--- src/common/shell_glue_pkg.sv ---
// Shell glue shared definitions

package shell_glue_pkg;

  // --------------------------------------------------
  // Sizes
  // --------------------------------------------------
  localparam int unsigned NUM_DDR        = 4;
  localparam int unsigned NUM_STAT_CH    = 3;
  localparam int unsigned NUM_STAT_STGS  = 8;

  // One scrub beat covers a full 512-bit line
  localparam int unsigned LINE_BYTES     = 64;
  localparam int unsigned SCRB_BURST_LEN = 16;

  // Card identity words shown when debug readback is off
  localparam logic [31:0] CL_ID0 = 32'hF010_1D0F;
  localparam logic [31:0] CL_ID1 = 32'h1D51_FEDC;

  // --------------------------------------------------
  // Scrubber memory port (Wishbone classic, write only)
  // --------------------------------------------------
  typedef logic [63:0] scrb_addr_t;

  typedef struct packed {
    logic       cyc;
    logic       stb;
    scrb_addr_t adr;
  } wb_scrb_m2s_t;

  typedef struct packed {
    logic ack;
  } wb_scrb_s2m_t;

  // --------------------------------------------------
  // DDR controller status links
  // --------------------------------------------------
  typedef struct packed {
    logic        wr;
    logic        rd;
    logic [7:0]  addr;
    logic [31:0] wdata;
  } stat_req_t;

  typedef struct packed {
    logic        ack;
    logic [7:0]  irq;
    logic [31:0] rdata;
  } stat_rsp_t;

  // Debug readback selection
  typedef struct packed {
    logic       en;
    logic [2:0] sel;
  } dbg_sel_t;

endpackage

--- src/design/ctl_regs.sv ---
// Shell control word decode

`timescale 1ns/1ps

module ctl_regs
  import shell_glue_pkg::*;
(
  input  logic               clk,
  input  logic               sync_rst_n,
  input  logic [31:0]        ctl0,
  input  logic               flr_assert,
  output logic [NUM_DDR-1:0] scrb_en,
  output dbg_sel_t           dbg,
  output logic               flr_done
);

  // Control word layout
  localparam int unsigned DBG_EN_BIT  = 31;
  localparam int unsigned DBG_SEL_LSB = 28;

  logic flr_q;

  // --------------------------------------------------
  // Control word capture
  // --------------------------------------------------
  // Only the decoded fields are kept, bits 27:4 are reserved
  always_ff @(posedge clk or negedge sync_rst_n)
  begin
    if (!sync_rst_n)
    begin
      scrb_en <= '0;
      dbg     <= '0;
    end
    else
    begin
      scrb_en <= ctl0[NUM_DDR-1:0];
      dbg     <= '{en: ctl0[DBG_EN_BIT], sel: ctl0[DBG_SEL_LSB +: 3]};
    end
  end

  // --------------------------------------------------
  // Function-level reset acknowledge
  // --------------------------------------------------
  // Request is registered first, then acknowledged.
  // A held request makes the acknowledge toggle
  always_ff @(posedge clk or negedge sync_rst_n)
  begin
    if (!sync_rst_n)
    begin
      flr_q    <= 1'b0;
      flr_done <= 1'b0;
    end
    else
    begin
      flr_q    <= flr_assert;
      flr_done <= flr_q && !flr_done;
    end
  end

endmodule

--- src/scrub/ddr_scrubber.sv ---
// DDR zero-fill scrubber

`timescale 1ns/1ps

module ddr_scrubber
  import shell_glue_pkg::*;
#(
  parameter scrb_addr_t SCRB_MAX_ADDR = 64'h3FFFFFFFF
) (
  input  logic         clk,
  input  logic         sync_rst_n,
  input  logic         enable,
  input  wb_scrb_s2m_t wb_in,
  output wb_scrb_m2s_t wb_out,
  output scrb_addr_t   scrb_addr,
  output logic         done
);

  localparam int unsigned BEAT_W    = $clog2(SCRB_BURST_LEN);
  // Start address of the final line in range
  localparam scrb_addr_t  LAST_ADDR = SCRB_MAX_ADDR - scrb_addr_t'(LINE_BYTES - 1);

  typedef enum logic [1:0] {
    S_IDLE,
    S_BEAT,
    S_GAP,
    S_DONE
  } scrb_state_t;

  scrb_state_t       state;
  scrb_addr_t        addr;
  logic [BEAT_W-1:0] beat_cnt;
  logic              last_beat;
  logic              burst_end;

  assign last_beat = (addr >= LAST_ADDR);
  assign burst_end = (beat_cnt == BEAT_W'(SCRB_BURST_LEN - 1));

  // --------------------------------------------------
  // Burst sequencer
  // --------------------------------------------------
  always_ff @(posedge clk or negedge sync_rst_n)
  begin
    if (!sync_rst_n)
    begin
      state    <= S_IDLE;
      addr     <= '0;
      beat_cnt <= '0;
    end
    else
    begin
      case (state)
        S_IDLE:
        begin
          if (enable)
            state <= S_BEAT;
        end

        S_BEAT:
        begin
          // A beat in flight always finishes before we leave
          if (wb_in.ack)
          begin
            if (!enable)
            begin
              state    <= S_IDLE;
              addr     <= '0;
              beat_cnt <= '0;
            end
            else if (last_beat)
              state <= S_DONE;
            else
            begin
              addr     <= addr + scrb_addr_t'(LINE_BYTES);
              beat_cnt <= beat_cnt + 1'b1;
              if (burst_end)
                state <= S_GAP;
            end
          end
        end

        // cyc is low here for one cycle between bursts
        S_GAP:
        begin
          if (enable)
            state <= S_BEAT;
          else
          begin
            state    <= S_IDLE;
            addr     <= '0;
            beat_cnt <= '0;
          end
        end

        default:
        begin
          if (!enable)
          begin
            state    <= S_IDLE;
            addr     <= '0;
            beat_cnt <= '0;
          end
        end
      endcase
    end
  end

  // Classic cycle, so stb and cyc move together
  assign wb_out.cyc = (state == S_BEAT);
  assign wb_out.stb = (state == S_BEAT);
  assign wb_out.adr = addr;

  assign scrb_addr = addr;
  assign done      = (state == S_DONE);

endmodule

--- src/design/id_readback.sv ---
// ID outputs with debug readback

`timescale 1ns/1ps

module id_readback
  import shell_glue_pkg::*;
(
  input  logic        clk,
  input  logic        sync_rst_n,
  input  dbg_sel_t    dbg,
  input  scrb_addr_t  scrb_addr [NUM_DDR],
  output logic [31:0] id0,
  output logic [31:0] id1
);

  localparam int unsigned CH_W = $clog2(NUM_DDR);

  logic [CH_W-1:0] ch;
  scrb_addr_t      sel_addr;

  // Out-of-range select falls back to channel 0
  assign ch       = (dbg.sel < 3'(NUM_DDR)) ? dbg.sel[CH_W-1:0] : '0;
  assign sel_addr = scrb_addr[ch];

  // --------------------------------------------------
  // Output registers
  // --------------------------------------------------
  always_ff @(posedge clk or negedge sync_rst_n)
  begin
    if (!sync_rst_n)
    begin
      id0 <= CL_ID0;
      id1 <= CL_ID1;
    end
    else if (dbg.en)
    begin
      id0 <= sel_addr[31:0];
      id1 <= sel_addr[63:32];
    end
    else
    begin
      id0 <= CL_ID0;
      id1 <= CL_ID1;
    end
  end

endmodule

--- src/stat/stat_pipe.sv ---
// Status link delay line

`timescale 1ns/1ps

module stat_pipe #(
  parameter type         T      = logic,
  parameter int unsigned STAGES = 1
) (
  input  logic clk,
  input  logic sync_rst_n,
  input  T     d,
  output T     q
);

  T pipe_q [STAGES];

  // Plain shift chain, every stage clears on reset
  always_ff @(posedge clk or negedge sync_rst_n)
  begin
    if (!sync_rst_n)
    begin
      for (int i = 0; i < STAGES; i++)
        pipe_q[i] <= '0;
    end
    else
    begin
      pipe_q[0] <= d;
      for (int i = 1; i < STAGES; i++)
        pipe_q[i] <= pipe_q[i-1];
    end
  end

  assign q = pipe_q[STAGES-1];

endmodule

--- src/design/cl_shell_glue.sv ---
// Custom logic shell glue top

`timescale 1ns/1ps

module cl_shell_glue
  import shell_glue_pkg::*;
#(
  parameter scrb_addr_t  SCRB_MAX_ADDR = 64'h3FFFFFFFF,
  parameter int unsigned STAT_STGS     = NUM_STAT_STGS
) (
  input  logic               clk,
  input  logic               sync_rst_n,

  // Shell control
  input  logic [31:0]        ctl0,
  input  logic               flr_assert,
  output logic               flr_done,
  output logic [31:0]        id0,
  output logic [31:0]        id1,

  // Scrubber memory ports
  input  wb_scrb_s2m_t       scrb_wb_in   [NUM_DDR],
  output wb_scrb_m2s_t       scrb_wb_out  [NUM_DDR],
  output logic [NUM_DDR-1:0] scrb_done,

  // Status links, shell side in and controller side out
  input  stat_req_t          stat_req_in  [NUM_STAT_CH],
  output stat_req_t          stat_req_out [NUM_STAT_CH],
  input  stat_rsp_t          stat_rsp_in  [NUM_STAT_CH],
  output stat_rsp_t          stat_rsp_out [NUM_STAT_CH]
);

  logic [NUM_DDR-1:0] scrb_en;
  dbg_sel_t           dbg;
  scrb_addr_t         scrb_addr [NUM_DDR];

  // --------------------------------------------------
  // Control word
  // --------------------------------------------------
  ctl_regs ctl_regs_inst (
    .clk        (clk),
    .sync_rst_n (sync_rst_n),
    .ctl0       (ctl0),
    .flr_assert (flr_assert),
    .scrb_en    (scrb_en),
    .dbg        (dbg),
    .flr_done   (flr_done)
  );

  // --------------------------------------------------
  // Per-channel scrubbers
  // --------------------------------------------------
  for (genvar ch = 0; ch < NUM_DDR; ch++)
  begin : g_scrb
    ddr_scrubber #(
      .SCRB_MAX_ADDR (SCRB_MAX_ADDR)
    ) ddr_scrubber_inst (
      .clk        (clk),
      .sync_rst_n (sync_rst_n),
      .enable     (scrb_en[ch]),
      .wb_in      (scrb_wb_in[ch]),
      .wb_out     (scrb_wb_out[ch]),
      .scrb_addr  (scrb_addr[ch]),
      .done       (scrb_done[ch])
    );
  end

  // Debug view of the scrub addresses
  id_readback id_readback_inst (
    .clk        (clk),
    .sync_rst_n (sync_rst_n),
    .dbg        (dbg),
    .scrb_addr  (scrb_addr),
    .id0        (id0),
    .id1        (id1)
  );

  // --------------------------------------------------
  // Status pipelines, one pair per controller
  // --------------------------------------------------
  for (genvar ch = 0; ch < NUM_STAT_CH; ch++)
  begin : g_stat
    stat_pipe #(
      .T      (stat_req_t),
      .STAGES (STAT_STGS)
    ) req_pipe_inst (
      .clk        (clk),
      .sync_rst_n (sync_rst_n),
      .d          (stat_req_in[ch]),
      .q          (stat_req_out[ch])
    );

    stat_pipe #(
      .T      (stat_rsp_t),
      .STAGES (STAT_STGS)
    ) rsp_pipe_inst (
      .clk        (clk),
      .sync_rst_n (sync_rst_n),
      .d          (stat_rsp_in[ch]),
      .q          (stat_rsp_out[ch])
    );
  end

endmodule

--- config.mk ---
export PLATFORM = sky130hd
export DESIGN_NAME = cl_shell_glue
export DESIGN_NICKNAME = d
export VERILOG_FILES = /design/src/common/shell_glue_pkg.sv /design/src/design/ctl_regs.sv /design/src/scrub/ddr_scrubber.sv /design/src/design/id_readback.sv /design/src/stat/stat_pipe.sv /design/src/design/cl_shell_glue.sv
export SDC_FILE = /design/constraint.sdc
export NUM_CORES = 2
export LEC_CHECK = 0
export BUFFER_PORTS_ARGS = -buffer_cell sky130_fd_sc_hd__buf_2
export CORE_MARGIN = 10
export CORE_UTILIZATION = 35
export DETAILED_ROUTE_END_ITERATION = 8
export GPL_TIMING_DRIVEN = 1
export HOLD_SLACK_MARGIN = 0.15
export PLACE_DENSITY = 0.55
export SYNTH_ARGS = -nofsm -noshare
export SYNTH_HDL_FRONTEND = slang
export SYNTH_HIERARCHICAL = 1
export SYNTH_SLANG_ARGS = --single-unit
--- constraint.sdc ---
create_clock -name clk -period 3.2 [get_ports clk]
set_input_delay 0 -clock clk [delete_from_list [all_inputs] [get_ports clk]]
set_output_delay 0 -clock clk [all_outputs]
set_load 0.005 [all_outputs]
; Word-level counts from Yosys, hierarchy flattened
; Cells that the tools add are included.
[totals]
wordCells = 338
ff_bits = 2346
in_bits = 288
[classes]
bitwise_logic = 5
n_reduce_logical = 14
n_lt_le_gt_ge = 6
n_mux = 78
add_sub_neg = 8
n_eq_ne = 40
[op_table]
columns = operator, count
row1 = $mux 64, 18
row2 = $pmux 64 s2, 4
row3 = $add 64x7->64 const B, 4
row4 = $ge 64x34->1 const B, 4
row5 = $bmux 64 s2, 1
row6 = $mux 32, 2
row7 = $mux 4, 16
row8 = $mux 2, 25
row9 = $ne 2x2->1 const B, 16
row10 = $ne 4x2->1 const B, 8
row11 = $pmux 4 s2, 4
row12 = $reduce_and 4->1, 8
row13 = $pmux 2 s3, 4
row14 = $add 4x1->4 const B, 4
row15 = $eq 2x2->1 const B, 8
row16 = $eq 4x4->1 const B, 4
row17 = $eq 2x1->1 const B, 4
row18 = $logic_not 2->1, 4
row19 = $mux 1, 4
row20 = $not 1->1, 4
row21 = $ge 3x3->1 const B, 1
row22 = $lt 3x3->1 const B, 1
row23 = $not 2->3, 1
row24 = $logic_and 1x1->1, 1
row25 = $logic_not 1->1, 1

; Depth between registers and ports, before layout
[logic_depth]
ltp_word = 7
depth_mapped = 10

; By module
; Netlist, hierarchy kept.
[by_module_without_submodules]
columns = module, area_per_inst_um2, n_inst, cells_each, seq_area_each_um2
row1 = stat_pipe at g_stat[0].req_pipe_inst ..., 8723.4, 3, 378, 8408.1
row2 = stat_pipe at g_stat[0].rsp_pipe_inst ..., 8515.7, 3, 369, 8207.9
row3 = ddr_scrubber at g_scrb[0].ddr_scrubber_inst ..., 3578.4, 3, 368, 1601.5
row4 = id_readback, 3748.6, 1, 328, 1641.6
row5 = ddr_scrubber at g_scrb[3].ddr_scrubber_inst, 3616.0, 1, 374, 1601.5
row6 = ctl_regs, 264.0, 1, 11, 250.2

; Least setup slack after synthesis
; Ideal clock, no wire load.
[synth_path]
path_type = register to register
startpoint = reg g_scrb[2].ddr_scrubber_inst.addr[6]
endpoint = reg g_scrb[2].ddr_scrubber_inst.addr[23]
stages_incl_launch_ff = 11
setup_ns = 0.082
synth_period_minus_slack_ns = 2.452
path_slack_ns = 0.748
path_buffers = 4
arrival_time_ns = 2.370
required_ns = 3.118
path_cell_list = dfrtp_1 > ha_1 > nand3_2 > or3_1 > buf_2 > or3_1 > buf_6 > a31o_1 > buf_6 > buf_6 > a31oi_1
[synth_between]
elab_chain_cells = 5
elab_cells_between_ends = 8
classes_between = 1 x add/sub / 1 x order compare / 1 x eq/ne / 4 x mux / 1 x reduce/logical
[synth_lines]
columns = element, line_no
row1 = start: declaration, ddr_scrubber.sv:31  ; scrb_addr_t addr;
row2 = start signal: assignment, ddr_scrubber.sv:74  ; addr <= addr + scrb_addr_t'(LINE_BYTES);
row3 = $add 64x7->64, ddr_scrubber.sv:74
row4 = $mux 64, ddr_scrubber.sv:70  ; else if (last_beat)
row5 = $mux 64, ddr_scrubber.sv:64  ; if (!enable)
row6 = $mux 64, ddr_scrubber.sv:62  ; if (wb_in.ack)
row7 = $pmux 64 s2, ddr_scrubber.sv:52  ; case (state)
; Parallel ways exist; a longest one is shown, timed or not. The select of a mux whose other input is x is not followed.
; A chain may end at the register's enable or synchronous reset.

; Final worst setup path
[layout_path]
startpoint = reg g_scrb[0].ddr_scrubber_inst.addr[6]
endpoint = reg g_scrb[0].ddr_scrubber_inst.addr[19]
[layout_between]
elab_chain_cells = 5
elab_cells_between_ends = 8
classes_between = 1 x add/sub / 1 x order compare / 1 x eq/ne / 4 x mux / 1 x reduce/logical
[layout_lines]
columns = element, line_no
row1 = start: declaration, ddr_scrubber.sv:31
row2 = start signal: assignment, ddr_scrubber.sv:74
row3 = $add 64x7->64, ddr_scrubber.sv:74
row4 = $mux 64, ddr_scrubber.sv:70
row5 = $mux 64, ddr_scrubber.sv:64
row6 = $mux 64, ddr_scrubber.sv:62
row7 = $pmux 64 s2, ddr_scrubber.sv:52
; Parallel ways exist; a longest one is shown, timed or not. The select of a mux whose other input is x is not followed.

==> flow_summary.json <==
{
  "worstPathRequired_ns": 3.94,
  "layout_commonest_cell": "dfrtp_1",
  "place_congestion": 0.8801,
  "crit_path_frequent_cell": "or3_1",
  "ys_seq_elements": 2322,
  "cts_tree": "yes",
  "slew_headroom_pct": 37.88,
  "first_iter_violations": 2668,
  "cts_buffers": 223,
  "worstSkewPairLatency_ns": 0.86,
  "r2r-end": "g_scrb[0].ddr_scrubber_inst/scrb_addr[19]",
  "cap_viol_max_count": 0,
  "root_buffer": "clkbuf_16",
  "finalMaxSlewViolations": 0,
  "vdd_drop_max_v": 0.0005921,
  "grt_pass1_wl_mm": 247.1,
  "drive_gt1_share_pct": 25.56,
  "ant_nets": 0,
  "reg2reg_from": "g_scrb[0].ddr_scrubber_inst/scrb_addr[6]",
  "ys_types": 67,
  "grt_antenna_before_repair": 42,
  "placement.io_buffers": 821,
  "multi_input_area_um2": 7371,
  "synth_top_cell_by_area": "dfrtp_1",
  "final_nets": 5430,
  "design_area_um2": 87220,
  "wirelength_mm": 165.0,
  "yosysSeqAreaShare_pct": 82.97,
  "clkTransAtPathRegs_ns": 0.06,
  "crit_path_top_delay_cell": "or3_1",
  "h-tree-depth": 4,
  "endpoint": "g_scrb[0].ddr_scrubber_inst/scrb_addr[19]",
  "std_cell_rows": 164,
  "io_pins": 870,
  "setup_tns_ns": 0,
  "holdCritPathClass": "reg2reg",
  "clockBufferDepth": 3,
  "dpl_cell_area_um2": 74120,
  "max_freq_mhz": 345.8,
  "grt_pass1_vias": 37320,
  "async_flop_share_pct": 100.0,
  "grt_max_degree": 124,
  "worst-r2r-cell-count": 7,
  "seq_area_um2": 58150,
  "grt_use_total_pct": 14.99,
  "critPathKind": "reg2reg",
  "finClkSkew_ns": 0.07882,
  "cp_max_fo": 13,
  "vias_per_cell": 4.379,
  "overflow": 0,
  "fillCellCount": 17550,
  "hold_viol": 0,
  "dr.pass1.iters": 5,
  "power.density_nw_per_um2": 698.8,
  "dpl.hpwl_mm": 113.4,
  "path_cells": "ha_1 -> nand3_2 -> or3_1 -> or3_1 -> buf_4 -> a31oi_1 -> a221o_1",
  "setup_viol": 0,
  "synthTopCellsByArea": "dfrtp_1, buf_4, mux2i_1",
  "die_w_um": 467.5,
  "startpoint": "g_scrb[0].ddr_scrubber_inst/scrb_addr[6]",
  "clock_sinks": 2322,
  "post-route-min-period_ns": 2.892,
  "syn_to_final_growth_pct": 24.46,
  "yosysTopAreaCellShare_pct": 81.77,
  "post_cts_buffers": 0,
  "outcome": "complete, no violations",
  "end_kind": "flop",
  "die-height_um": 467.5,
  "critical_path.startpoint_type": "flop",
  "syn_avg_cell_area_um2": 17.27,
  "core_um2": 199500,
  "period_share_pct": 90.37,
  "ys_warn_count": 6,
  "p_leak_nw": 40.77,
  "reg2reg_slack_ns": 0.31,
  "remaining_drc_errors": 0,
  "final_cell_mix": "dfrtp_1, buf_2, dlygate4sd3_1",
  "worst_path_largest_cell_delay_ns": 0.56,
  "netlist_instances": 4058,
  "die_area_um2": 218500,
  "synth_edf_count": 0,
  "start_util_pct": 35.14,
  "synthFlopType": "dfrtp_1",
  "netlist_area_um2": 70080,
  "vias": 35040,
  "rsz0062_at_grt": "no",
  "wl_per_cell_um": 20.62,
  "arrival_ns": 3.63,
  "tightestPinTransition_ns": 0.9318
}
## layer usage
metal	vias to the layer above	track usage (%)	wire [um]
met5	-	0	234
met3	283	5.750	15310
met4	36	4.191	4003
met2	1137	24.34	79780
li1	15180	-	-
met1	18400	18.70	65640
## logic make-up (layout without fill, tap and decap cells)
kind of cell	Yosys count	count (layout)	synth area share [%]
flops	2322	2322	82.97
buf+inv	675	1897	6.795
simple gates	554	554	4.642
compound gates	381	381	3.801
mux	114	114	1.628
fa+ha+maj	8	8	0.1428
other cells	4	69	0.02142
## sequential cells by signal, summed over array words and instances (netlist names)
register,count
ctl_regs_inst/dbg,4
ctl_regs_inst/flr_done,1
ctl_regs_inst/flr_q,1
ctl_regs_inst/scrb_en,4
g_scrb.ddr_scrubber_inst/beat_cnt,16
g_scrb.ddr_scrubber_inst/scrb_addr,232
g_scrb.ddr_scrubber_inst/state,8
g_stat.req_pipe_inst/pipe_q,882
g_stat.req_pipe_inst/q,126
g_stat.rsp_pipe_inst/pipe_q,861
g_stat.rsp_pipe_inst/q,123
id_readback_inst/id0,32
id_readback_inst/id1,32
## power by group
group | switching [mW] | internal, mW
clock network | 11.1 | 15.8
logic | 1.59 | 1.08
registers | 0.617 | 30.8
## repair_timing
action / in CTS / in global routing
hold endpoints to repair: 2803 / 0
resized for setup: 0 / 1
endpoints found under the setup margin: 0 / 25
hold buffers: 527 / 0
## synthesized netlist by cell type, types with 25 or more instances
master,n
a21oi_1,62
a221oi_1,33
a22oi_1,32
a31oi_1,125
and3_1,25
buf_4,538
clkbuf_1,62
dfrtp_1,2290
dfstp_2,32
inv_1,33
mux2i_1,114
nand2_1,72
nand2b_1,58
nand3_1,49
nand4_1,42
nor2_1,47
nor2b_1,125
nor3_1,26
nor4_1,32
o21ai_0,34
## cell type report
cell class,instances,share of cell area [%]
Antenna cell,21,0.06025
Multi-Input combinational cell,1105,8.451
Tap cell,2656,3.810
Clock inverter,103,1.587
Inverter,33,0.1420
Timing Repair Buffer,1449,11.98
Clock buffer,312,7.300
Sequential cell,2322,66.67
## worst min-delay path by stage
stage                                              startpoint                                  end  slack, ns  cells past startpoint
after floorplan                                    sync_rst_n                 ctl_regs_inst/dbg[0]      -0.30                      0
after global placement                             sync_rst_n  g_stat[1].req_pipe_inst/pipe_q[325]       0.06                      1
after detailed placement                           sync_rst_n  g_stat[1].req_pipe_inst/pipe_q[325]       0.07                      1
after CTS                                    stat_req_in[123]  g_stat[0].req_pipe_inst/pipe_q[333]       0.19                      3
after global routing                          stat_rsp_in[52]  g_stat[1].rsp_pipe_inst/pipe_q[298]       0.26                      3
final                     g_stat[2].rsp_pipe_inst/pipe_q[264]  g_stat[2].rsp_pipe_inst/pipe_q[223]       0.30                      0
## per-stage QoR
stage | setup WS, ns | cells | utilization, % | hold slack (ns) | power, mW
2_1_floorplan | 0.7478 | 4102 | - | -0.2956 | 32.74
3_3_place_gp | 0.2292 | 7038 | 37.16 | 0.05986 | 34.14
3_5_place_dp | 0.1155 | 7038 | 37.16 | 0.06740 | 34.24
4_1_cts | 0.1002 | 7980 | 43.70 | 0.1878 | 61.89
5_1_grt | 0.1615 | 7993 | 43.72 | 0.2587 | 63.51
6_report | 0.3080 | 8001 | 43.73 | 0.3032 | 60.95
## worst max-delay path, delay by kind of cell (launching register included)
family                     cells  cell delay [ns]
and+or+nand+nor                3             1.13
DFF                            1             0.51
adders and majority gates      1             0.28
buffers and inverters          1             0.21
AOI/OAI and AO/OA              2             0.67
(Power assumes the default switching activity.)
